`src/design/wl_pkg.sv`:
```
package wl_pkg;

    // layer encodings as seen in REG_LAYER
    typedef enum logic [1:0] {
        LT_STANDARD  = 2'd0,  // not supported, raises err
        LT_DEPTHWISE = 2'd1,  // not supported, raises err
        LT_LINEAR    = 2'd2,  // column-major fill
        LT_POINTWISE = 2'd3   // row-major fill
    } layer_type_e;

    // apb register offsets
    localparam logic [7:0] REG_CTRL   = 8'h00;  // bit 0 start, write one
    localparam logic [7:0] REG_STATUS = 8'h04;  // busy, done, err
    localparam logic [7:0] REG_LAYER  = 8'h08;  // layer type
    localparam logic [7:0] REG_BASE   = 8'h0C;  // weight byte address in glb
    localparam logic [7:0] REG_WSEL   = 8'h10;  // readback row 15:8, col 7:0
    localparam logic [7:0] REG_WDATA  = 8'h14;  // selected weight, read only

    // one glb word, read whole or as byte lanes
    typedef union packed {
        logic [31:0]      word;   // raw word
        logic [3:0][7:0]  bytes;  // lane 0 is the low byte
    } glb_word_u;

    typedef struct packed {
        logic        en;    // read strobe
        logic [31:0] addr;  // byte address
    } glb_rd_req_t;

    typedef struct packed {
        logic        en;    // host write strobe
        logic [31:0] idx;   // word index
        logic [31:0] data;  // word to store
    } glb_wr_t;

    typedef struct packed {
        logic        psel;
        logic        penable;
        logic        pwrite;
        logic [7:0]  paddr;
        logic [31:0] pwdata;
    } apb_req_t;

    typedef struct packed {
        logic        pready;
        logic        pslverr;
        logic [31:0] prdata;
    } apb_rsp_t;

    typedef struct packed {
        logic       en;        // write one pe cell this cycle
        logic [7:0] row;
        logic [7:0] col;
        logic [1:0] byte_sel;  // lane of the returning glb word
    } wl_load_t;

endpackage

```
`src/design/glb_sram.sv`:
```
`timescale 1ns/1ps
module glb_sram
    import wl_pkg::*;
#(
    parameter int GLB_WORDS = 64
) (
    input  logic        clk,
    input  logic        rst_n,
    input  glb_wr_t     wr,
    input  glb_rd_req_t rd_req,
    output glb_word_u   rd_data
);

    localparam int AW = (GLB_WORDS > 1) ? $clog2(GLB_WORDS) : 1;

    logic [31:0]   mem [GLB_WORDS];  // word organized storage
    logic [31:0]   wr_word;          // host index wrapped to the depth
    logic [31:0]   rd_word;          // byte address to word index, wrapped
    logic [AW-1:0] wr_idx;
    logic [AW-1:0] rd_idx;

    assign wr_word = wr.idx % 32'(GLB_WORDS);
    assign rd_word = (rd_req.addr >> 2) % 32'(GLB_WORDS);
    assign wr_idx  = wr_word[AW-1:0];
    assign rd_idx  = rd_word[AW-1:0];

    // host preload port
    always_ff @(posedge clk) begin
        if (wr.en)
            mem[wr_idx] <= wr.data;
    end

    // registered read, data one cycle after en
    always_ff @(posedge clk or negedge rst_n) begin
        if (!rst_n)
            rd_data.word <= '0;
        else if (rd_req.en)
            rd_data.word <= mem[rd_idx];  // old data if written in the same cycle
    end

endmodule

```
`src/design/pe_weight_array.sv`:
```
`timescale 1ns/1ps
module pe_weight_array
    import wl_pkg::*;
#(
    parameter int ARRAY_DIM = 8
) (
    input  logic       clk,
    input  logic       rst_n,
    input  wl_load_t   load,
    input  glb_word_u  glb_data,
    input  logic [7:0] rd_row,
    input  logic [7:0] rd_col,
    output logic [7:0] rd_weight
);

    localparam int N = ARRAY_DIM * ARRAY_DIM;

    logic [N-1:0][7:0] cells;      // flat view, index row*ARRAY_DIM+col
    logic [7:0]        lane_byte;  // byte picked from the incoming word

    assign lane_byte = glb_data.bytes[load.byte_sel];

    for (genvar r = 0; r < ARRAY_DIM; r++) begin : g_row
        for (genvar c = 0; c < ARRAY_DIM; c++) begin : g_col
            logic       cell_en;  // decoded from the row/col index
            logic [7:0] w_q;      // pe weight register

            assign cell_en = load.en && (load.row == 8'(r)) && (load.col == 8'(c));

            always_ff @(posedge clk or negedge rst_n) begin
                if (!rst_n)
                    w_q <= '0;
                else if (cell_en)
                    w_q <= lane_byte;
            end

            assign cells[r*ARRAY_DIM+c] = w_q;
        end
    end

    // readback mux, index outside the array reads 0
    always_comb begin
        rd_weight = '0;
        for (int i = 0; i < ARRAY_DIM; i++) begin
            for (int j = 0; j < ARRAY_DIM; j++) begin
                if (rd_row == 8'(i) && rd_col == 8'(j))
                    rd_weight = cells[i*ARRAY_DIM+j];
            end
        end
    end

endmodule

```
`src/design/weight_load_controller.sv`:
```
`timescale 1ns/1ps
module weight_load_controller
    import wl_pkg::*;
#(
    parameter int ARRAY_DIM = 8
) (
    input  logic        clk,
    input  logic        rst_n,
    input  logic        start,
    input  layer_type_e layer,
    input  logic [31:0] base,
    output glb_rd_req_t rd_req,
    output wl_load_t    load,
    output logic        busy,
    output logic        done_pulse,
    output logic        err_pulse
);

    localparam logic [7:0] LAST_IDX = 8'(ARRAY_DIM - 1);

    logic        busy_q;     // read stage active
    logic        linear_q;   // layer latched at start
    logic [7:0]  minor_q;    // fast digit of the byte counter
    logic [7:0]  major_q;    // slow digit of the byte counter
    logic [31:0] addr_q;     // glb byte address of the current read
    logic        accept;     // start taken this cycle
    logic        supported;
    logic        last_rd;    // read n-1 goes out this cycle
    logic        last_ld_q;  // load n-1 happens this cycle
    logic        ld_en_q;
    logic [7:0]  ld_row_q;
    logic [7:0]  ld_col_q;
    logic [1:0]  ld_sel_q;

    assign supported = (layer == LT_POINTWISE) || (layer == LT_LINEAR);
    assign accept    = start && !busy_q;  // start while busy is dropped
    assign last_rd   = busy_q && (minor_q == LAST_IDX) && (major_q == LAST_IDX);

    // read stage control
    always_ff @(posedge clk or negedge rst_n) begin
        if (!rst_n) begin
            busy_q    <= 1'b0;
            linear_q  <= 1'b0;
            minor_q   <= '0;
            major_q   <= '0;
            err_pulse <= 1'b0;
        end else begin
            err_pulse <= accept && !supported;  // depthwise or standard
            if (accept && supported) begin
                busy_q   <= 1'b1;
                linear_q <= (layer == LT_LINEAR);
                minor_q  <= '0;
                major_q  <= '0;
            end else if (busy_q) begin
                if (last_rd)
                    busy_q <= 1'b0;
                if (minor_q == LAST_IDX) begin
                    minor_q <= '0;
                    major_q <= major_q + 8'd1;
                end else begin
                    minor_q <= minor_q + 8'd1;
                end
            end
        end
    end

    // byte address walks up from base, one byte per cycle
    always_ff @(posedge clk) begin
        if (accept)
            addr_q <= base;
        else if (busy_q)
            addr_q <= addr_q + 32'd1;
    end

    assign rd_req.en   = busy_q;
    assign rd_req.addr = addr_q;
    assign busy        = busy_q;

    // load stage, one cycle behind the read to meet the glb data
    always_ff @(posedge clk or negedge rst_n) begin
        if (!rst_n) begin
            ld_en_q    <= 1'b0;
            last_ld_q  <= 1'b0;
            done_pulse <= 1'b0;
        end else begin
            ld_en_q    <= busy_q;
            last_ld_q  <= last_rd;
            done_pulse <= last_ld_q;  // cycle after the last load
        end
    end

    always_ff @(posedge clk) begin
        if (busy_q) begin
            ld_sel_q <= addr_q[1:0];                    // byte lane of this address
            ld_row_q <= linear_q ? minor_q : major_q;   // linear is transposed
            ld_col_q <= linear_q ? major_q : minor_q;
        end
    end

    assign load.en       = ld_en_q;
    assign load.row      = ld_row_q;
    assign load.col      = ld_col_q;
    assign load.byte_sel = ld_sel_q;

endmodule

```
`src/design/weight_load_top.sv`:
```
`timescale 1ns/1ps
module weight_load_top
    import wl_pkg::*;
#(
    parameter int ARRAY_DIM = 8,
    parameter int GLB_WORDS = 64
) (
    input  logic     clk,
    input  logic     rst_n,
    input  apb_req_t apb,
    output apb_rsp_t apb_rsp,
    input  glb_wr_t  glb_wr
);

    logic        start;       // from regs, one cycle
    layer_type_e layer;
    logic [31:0] base;
    logic        busy;
    logic        done_pulse;
    logic        err_pulse;
    glb_rd_req_t rd_req;      // controller to glb
    glb_word_u   rd_data;     // glb to pe array
    wl_load_t    load;        // controller to pe array
    logic [7:0]  rd_row;
    logic [7:0]  rd_col;
    logic [7:0]  rd_weight;

    wl_cfg_regs #(
        .ARRAY_DIM (ARRAY_DIM)
    ) regs_i (
        .clk, .rst_n, .apb, .apb_rsp,
        .busy, .done_pulse, .err_pulse, .rd_weight,
        .start, .layer, .base, .rd_row, .rd_col
    );

    weight_load_controller #(
        .ARRAY_DIM (ARRAY_DIM)
    ) ctrl_i (
        .clk, .rst_n, .start, .layer, .base,
        .rd_req, .load, .busy, .done_pulse, .err_pulse
    );

    glb_sram #(
        .GLB_WORDS (GLB_WORDS)
    ) glb_i (
        .clk,
        .rst_n,
        .wr      (glb_wr),
        .rd_req,
        .rd_data
    );

    pe_weight_array #(
        .ARRAY_DIM (ARRAY_DIM)
    ) pe_i (
        .clk,
        .rst_n,
        .load,
        .glb_data (rd_data),
        .rd_row,
        .rd_col,
        .rd_weight
    );

endmodule

```
`src/design/wl_cfg_regs.sv`:
```
`timescale 1ns/1ps
module wl_cfg_regs
    import wl_pkg::*;
#(
    parameter int ARRAY_DIM = 8
) (
    input  logic        clk,
    input  logic        rst_n,
    input  apb_req_t    apb,
    output apb_rsp_t    apb_rsp,
    input  logic        busy,
    input  logic        done_pulse,
    input  logic        err_pulse,
    input  logic [7:0]  rd_weight,
    output logic        start,
    output layer_type_e layer,
    output logic [31:0] base,
    output logic [7:0]  rd_row,
    output logic [7:0]  rd_col
);

    logic        access;    // apb access phase
    logic        wr_en;
    logic        mapped;    // offset hits a register
    logic        ro_write;  // write to a read-only offset
    logic        done_q;    // sticky done
    logic        err_q;     // sticky err
    logic [31:0] rdata;

    assign access   = apb.psel && apb.penable;
    assign ro_write = apb.pwrite && (apb.paddr == REG_WDATA || apb.paddr == REG_STATUS);
    assign wr_en    = access && apb.pwrite && mapped && !ro_write;

    // read mux and address decode
    always_comb begin
        mapped = 1'b1;
        rdata  = '0;
        case (apb.paddr)
            REG_CTRL:   rdata = {8'h00, 16'(ARRAY_DIM), 8'h00};  // start reads 0, side in 23:8
            REG_STATUS: rdata = {29'd0, err_q, done_q, busy};
            REG_LAYER:  rdata = {30'd0, layer};
            REG_BASE:   rdata = base;
            REG_WSEL:   rdata = {16'd0, rd_row, rd_col};
            REG_WDATA:  rdata = {24'd0, rd_weight};              // straight from pe array
            default:    mapped = 1'b0;
        endcase
    end

    assign apb_rsp.pready  = 1'b1;  // no wait states
    assign apb_rsp.pslverr = access && (!mapped || ro_write);
    assign apb_rsp.prdata  = rdata;

    always_ff @(posedge clk or negedge rst_n) begin
        if (!rst_n) begin
            start  <= 1'b0;
            layer  <= LT_STANDARD;
            base   <= '0;
            rd_row <= '0;
            rd_col <= '0;
            done_q <= 1'b0;
            err_q  <= 1'b0;
        end else begin
            start <= wr_en && (apb.paddr == REG_CTRL) && apb.pwdata[0];  // one cycle pulse
            if (wr_en && !busy && apb.paddr == REG_LAYER)
                layer <= layer_type_e'(apb.pwdata[1:0]);  // config frozen while busy
            if (wr_en && !busy && apb.paddr == REG_BASE)
                base <= apb.pwdata;
            if (wr_en && apb.paddr == REG_WSEL) begin
                rd_row <= apb.pwdata[15:8];
                rd_col <= apb.pwdata[7:0];
            end
            // sticky status, a new start clears it
            if (done_pulse)
                done_q <= 1'b1;
            else if (start)
                done_q <= 1'b0;
            if (err_pulse)
                err_q <= 1'b1;
            else if (start)
                err_q <= 1'b0;
        end
    end

endmodule

```
`config.mk`:
```
export PLATFORM = sky130hd
export DESIGN_NAME = weight_load_top
export DESIGN_NICKNAME = d
export VERILOG_FILES = /design/src/design/wl_pkg.sv /design/src/design/glb_sram.sv /design/src/design/pe_weight_array.sv /design/src/design/weight_load_controller.sv /design/src/design/weight_load_top.sv /design/src/design/wl_cfg_regs.sv
export SDC_FILE = /design/constraint.sdc
export NUM_CORES = 2
export LEC_CHECK = 0
export BUFFER_PORTS_ARGS = -buffer_cell sky130_fd_sc_hd__buf_4
export CORE_MARGIN = 4
export CORE_UTILIZATION = 40
export CTS_CLUSTER_SIZE = 25
export DETAILED_ROUTE_END_ITERATION = 7
export HOLD_SLACK_MARGIN = 0.15
export PLACE_DENSITY = 0.55
export SETUP_SLACK_MARGIN = 0.15
export SYNTH_ARGS = -nofsm -noshare
export SYNTH_HDL_FRONTEND = slang
export SYNTH_HIERARCHICAL = 1
export SYNTH_SLANG_ARGS = --single-unit
```
`constraint.sdc`:
```
create_clock -name clk -period 4.3 [get_ports clk]
set_input_delay 0.43 -clock clk [delete_from_list [all_inputs] [get_ports clk]]
set_output_delay 0.43 -clock clk [all_outputs]
set_load 0.03 [all_outputs]
```
# After elaboration in Yosys (flattened, before gate mapping)

Memory sizes are Yosys's and may differ from the RTL's. A register that Yosys moved wholly into a read port is not among the register bits.
Index checks and enable logic that the tools add are counted.

Register bits after elaboration: 637
RAM bits: 2048
Output and inout port bits: 34
Word-level logic and storage cells: 384
Memories kept: 1

Memories:

| name      | depth | bits a word | read ports | clocked after memory_dff | wr ports | RTL line       | text |
|---|---|---|---|---|---|---|---|
| glb_i.mem | 64    | 32          | 1          | 1                        | 1        | glb_sram.sv:16 | `logic [31:0] mem [GLB_WORDS];` |

Add/sub/neg operators: 3
$lt $le $gt $ge: 1
Equal/unequal tests: 37
Muxes and demuxes: 86
Reduce and logical (&&, ||, !) cells: 173

Operators by type and width:

| operator                                                   | count |
|---|---|
| two-way mux 8 bit                                          | 73 |
| one-hot mux 32 bit (6 select lines)                        | 1 |
| logical AND 1 bit                                          | 153 |
| equality test 8 x 3 -> 1 bit, second input constant        | 19 |
| equality test 8 x 2 -> 1 bit, second input constant        | 8 |
| two-way mux 32 bit                                         | 2 |
| logical NOT 8 bit                                          | 5 |
| adder 32 x 1 -> 32 bit, second input constant              | 1 |
| equality test 8 x 1 -> 1 bit, second input constant        | 4 |
| adder 8 x 1 -> 8 bit, second input constant                | 2 |
| binary-select mux 8 bit (select 2 bit)                     | 1 |
| equality test 8 x 4 -> 1 bit, second input constant        | 2 |
| equality test 8 x 5 -> 1 bit, second input constant        | 2 |
| nonzero test 2 bit                                         | 5 |
| two-way mux 1 bit                                          | 9 |
| OR reduction 6 bit                                         | 1 |
| logical NOT 1 bit                                          | 5 |
| equality test 2 bit, second input constant                 | 2 |
| logical OR 1 bit                                           | 3 |
| less-than comparator 2 x 3 -> 1 bit, second input constant | 1 |
| AND reduction 2 bit                                        | 1 |

# Depth between registers and ports, before layout

Depth in word-level cells: 67
Gate-level depth with buffers: 17

# By module

Netlist, hierarchy kept.

By module, submodules not included:

| module                 | times used | cells an instance | area each (µm²) | seq. area each (µm²) |
|---|---|---|---|---|
| glb_sram               | 1          | 3865              | 79289.8         | 62299.8 |
| pe_weight_array        | 1          | 2761              | 24237.0         | 12812.3 |
| weight_load_controller | 1          | 367               | 3817.4          | 2052.0 |
| wl_cfg_regs            | 1          | 191               | 2628.8          | 1326.3 |

# Worst setup path before layout

No wires, ideal clock.

Path kind: register to output
Start point: reg regs_i.rd_row[5]
End point: out apb_rsp[0] in the netlist's numbering
Arrival: 3.805 ns
Data required time: 3.870 ns
Slack: 0.065 ns
Stages on the path, launching flop included: 18
Buffers on the path: 3
Path through: dfrtp_1 or4_4 buf_6 or4_4 buf_6 or4_1 buf_2 o22ai_1 a211oi_1 a211o_1 a41oi_1 o21a_1 o311ai_1 a31oi_1 o41ai_1 mux2i_1 o22ai_1 a22o_1

RTL lines:

| item                   | RTL line              | text |
|---|---|---|
| from (decl)            | wl_cfg_regs.sv:18     | `output logic [7:0] rd_row,` |
| from (signal assigned) | wl_cfg_regs.sv:69     | `rd_row <= apb.pwdata[15:8];` |
| to (decl)              | weight_load_top.sv:11 | `output apb_rsp_t apb_rsp,` |

==> implementation parameters <==
Parameter                              Value

Setup path
  Element type at the critical path start ... flip-flop
  Critical Path AT ... around 5.3 ns
  Terminus of the critical flop-to-flop path ... glb_i/rd_data[30]
  Worst Path Class, Setup ... flip-flop to output port
  Cells along the critical path ... or4_4 > or4_4 > or4_4 > o22ai_2 > a211oi_2 > buf_4 > a211o_1 > a41oi_4 > o21a_4 > o311ai_4 > a31oi_4 > o41ai_4 > buf_4 > mux2i_1 > o22ai_1 > a22o_2 > buf_6
  Cell family contributing the most delay on the critical path ... compound AO/OA/AOI/OAI gates
  Sum of buffers and inverters on the critical path ... 3
  CP required ... 3.87 ns
  Largest driver fanout on the critical path ... 2
  Slack of the worst reg-to-reg path ... 0.78 ns
  Reg-to-reg startpoint ... ctrl_i/addr_q[4]
  Max stage delay cell, worst path ... or4_4
  Cell occurring most often along the worst timing path ... or4_4
  CP Capture Type ... output port
  Number of cells on the worst reg-to-reg path ... 8
  Delay of the slowest critical-path stage ... 0.60 ns

Route
  Routed wirelength normalized by instance count ... 30.1 um
  Detailed Route Iter0 Violations ... between 6,000 and 7,000
  # DRC ... 0
  Average vias per placed instance ... 5.75
  Wirelength, routed ... roughly 340 mm
  Number of detailed-route iterations in the first pass ... 6
  Remaining antenna violation count ... 0
  Vias post-DR ... 65,700

Die
  Number of top-level design ports ... 144
  Horizontal extent of the die ... 529 um
  # rows ... 190
  Die Ht ... 529 um
  Die ar. ... approximately 280,000 um2
  Core area ... 269,000 um2
  Effective utilization at floorplan ... 40.3%

Pwr
  Largest vdd supply drop ... 0.355 mV
  Cell leakage power ... approximately 46 nW
  Cell area power density ... 419 nW/um2

Cells and area
  Signed area change from the synthesized netlist to the final layout ... 18.3%
  Area of all placed cells without fillers ... 128,000 um2
  Number of nets in the layout ... between 7,000 and 8,000
  Layout cells sized above 1 ... between 20 and 25%

Global route
  Met1 track utilization from global routing ... 32.7%
  Via count of the first global-routing pass ... 65,200
  GR met3 Demand/Resource ... 3.51%
  Total global-route track usage ... approximately a quarter
  Wire length of the first global-routing pass ... 489 mm
  Antenna violations before repair ... 12
  Largest net degree at the start of global routing ... 105
  Most Used Layer, Global Route ... met2
  Met2 GRT Util ... 39.4%
  Global route overflow ... 0

Timing
  Slew Viols, Final ... 0
  Hold violation count in the final report ... 0
  Slew Limit Headroom ... 14.0%
  Clock period minus final worst setup slack ... ~5.7 ns
  Setup TNS ... -8.56 ns
  Setup WS post-layout ... -1.41 ns
  Achievable Freq ... 175 MHz
  Ratio of final minimum period to clock period ... 133%
  Unrepaired setup endpoints after global routing ... true
  Count of endpoints failing setup in the final report ... 8
  Worst clock skew on the final layout ... 0.0534 ns
  Transition time at the pin with the least slew margin ... 1.28 ns

Worst hold path
  Worst Hold Class ... primary input to flip-flop
  End of the worst hold path ... glb_i/mem[10][7]
  Hold Crit Depth ... 1
  Hold Startpoint ... glb_wr[7]

Yosys
  Area of the mapped netlist ... 108,000 um2
  Synth Area per Inst ... between 15 and 20 um2
  Syn. warnings ... 6
  Post-synthesis net count ... 7,124
  Gate count of the mapped netlist ... 7,011

Placement
  Placed instance area ... around 120,000 um2
  Routability congestion estimate from global placement ... 0.957
  Count of input and output buffers ... 116
  HPWL after DPL ... about 220 mm

Clock network
  TritonCTS clock tree ... done
  Clock sinks ... 2,693
  CTS clock-pin slew for the worst setup and hold paths ... 0.06 ns
  Deepest level of the CTS H-tree ... 5
  CTS Buffer Depth ... 4
  Cts bufs inserted ... just under 300
  Clock Latency Late Sink ... 0.86 ns
  Master cell of the clock root buffer ... clkbuf_16

Outcome
  Outcome ... finished with violations
  Failing checks ... setup timing

Flow run
  Max-cap check violation count ... 0
-- metal layers --
layer  vias up  share of wire (%)
met5         -                  0
met4         0                4.7
met3       561                5.8
met2      2357                 48
met1     34200                 42
li1      28500                  -
-- what timing repair did --
action / 4_1_cts / 5_1_grt
setup buffers: 13 / 6
setup endpoints to repair: 8 / 8
pin swaps: 52 / 42
hold buffers: 54 / 3
hold endpoints to repair: 301 / 24
gates resized for setup: 105 / 48
-- per-stage QoR --
step / power (W) / utilization (%) / setup slack [ns] / hold slack [ns] / std cells
after floorplan: 0.0290 / - / 0.0810 / 0.134 / 7011
after detailed placement: 0.0298 / 43.7 / -1.16 / 0.343 / 10800
after CTS: 0.0542 / 47.5 / -1.57 / 0.151 / 11400
after global placement: 0.0298 / 43.7 / -1.19 / 0.340 / 10800
after global routing: 0.0554 / 47.7 / -1.53 / 0.161 / 11400
final: 0.0538 / 47.7 / -1.41 / 0.188 / 11400
-- sequential cells by signal, indices dropped and copies added, names as in the netlist, 32 cells and up --
name	cells
glb_i/mem	2048
glb_i/rd_data	32
pe_i/g_row.g_col.w_q	512
regs_i/base	32
-- report_power, final --
part           internal [W]  leakage, nW  switching (W)  total, W
registers            0.0282         27.3      0.0000313    0.0282
logic              0.000278         14.5       0.000843   0.00112
clock network        0.0142         4.50         0.0102    0.0244
total                0.0427         46.3         0.0111    0.0538
-- worst max path at each step --
stage          slack (ns)        startpoint  cells past startpoint         end
2_1_floorplan        0.08  regs_i/rd_row[5]                     17  apb_rsp[0]
3_3_place_gp        -1.19  regs_i/rd_col[5]                     18  apb_rsp[0]
3_5_place_dp        -1.16  regs_i/rd_col[5]                     18  apb_rsp[0]
4_1_cts             -1.57  regs_i/rd_col[6]                     18  apb_rsp[0]
5_1_grt             -1.53  regs_i/rd_row[5]                     18  apb_rsp[0]
6_report            -1.41  regs_i/rd_row[5]                     17  apb_rsp[0]
-- layout by cell type (no fill, tap or decap), types with 13 or more instances in the layout --
cell,count
nor2_4,68
bufinv_16,18
a221oi_1,48
and2_1,26
clkinv_2,44
o22ai_1,144
nand4_1,54
nand2_1,780
clkbuf_1,54
clkbuf_16,302
a222oi_1,14
nor3_1,73
buf_12,54
o221ai_1,14
nand2b_1,48
inv_1,59
dfrtp_1,616
clkinv_1,57
mux2_2,53
nor2_1,188
buf_6,26
o21ai_1,13
mux4_2,289
dlygate4sd3_1,57
mux2i_1,527
buf_4,637
o21ai_0,640
a21oi_1,109
nor2b_1,19
o211ai_1,22
clkbuf_8,15
edfxtp_1,2074
a221o_1,42
a31oi_1,15
a211oi_1,15
mux2_4,30
nand3_1,77
a22oi_1,217
-- final cells by class --
cell class | count | area (um2)
antenna | 9 | 22.5
clock buffer | 371 | 7970
clock inverter | 143 | 1240
fill | 23000 | 141000
inverter | 61 | 229
multi-input combinational | 3820 | 29700
sequential | 2693 | 77800
tap | 3552 | 4440
timing repair buffer | 777 | 6770
No activity file was read; power rests on OpenSTA's default activity.
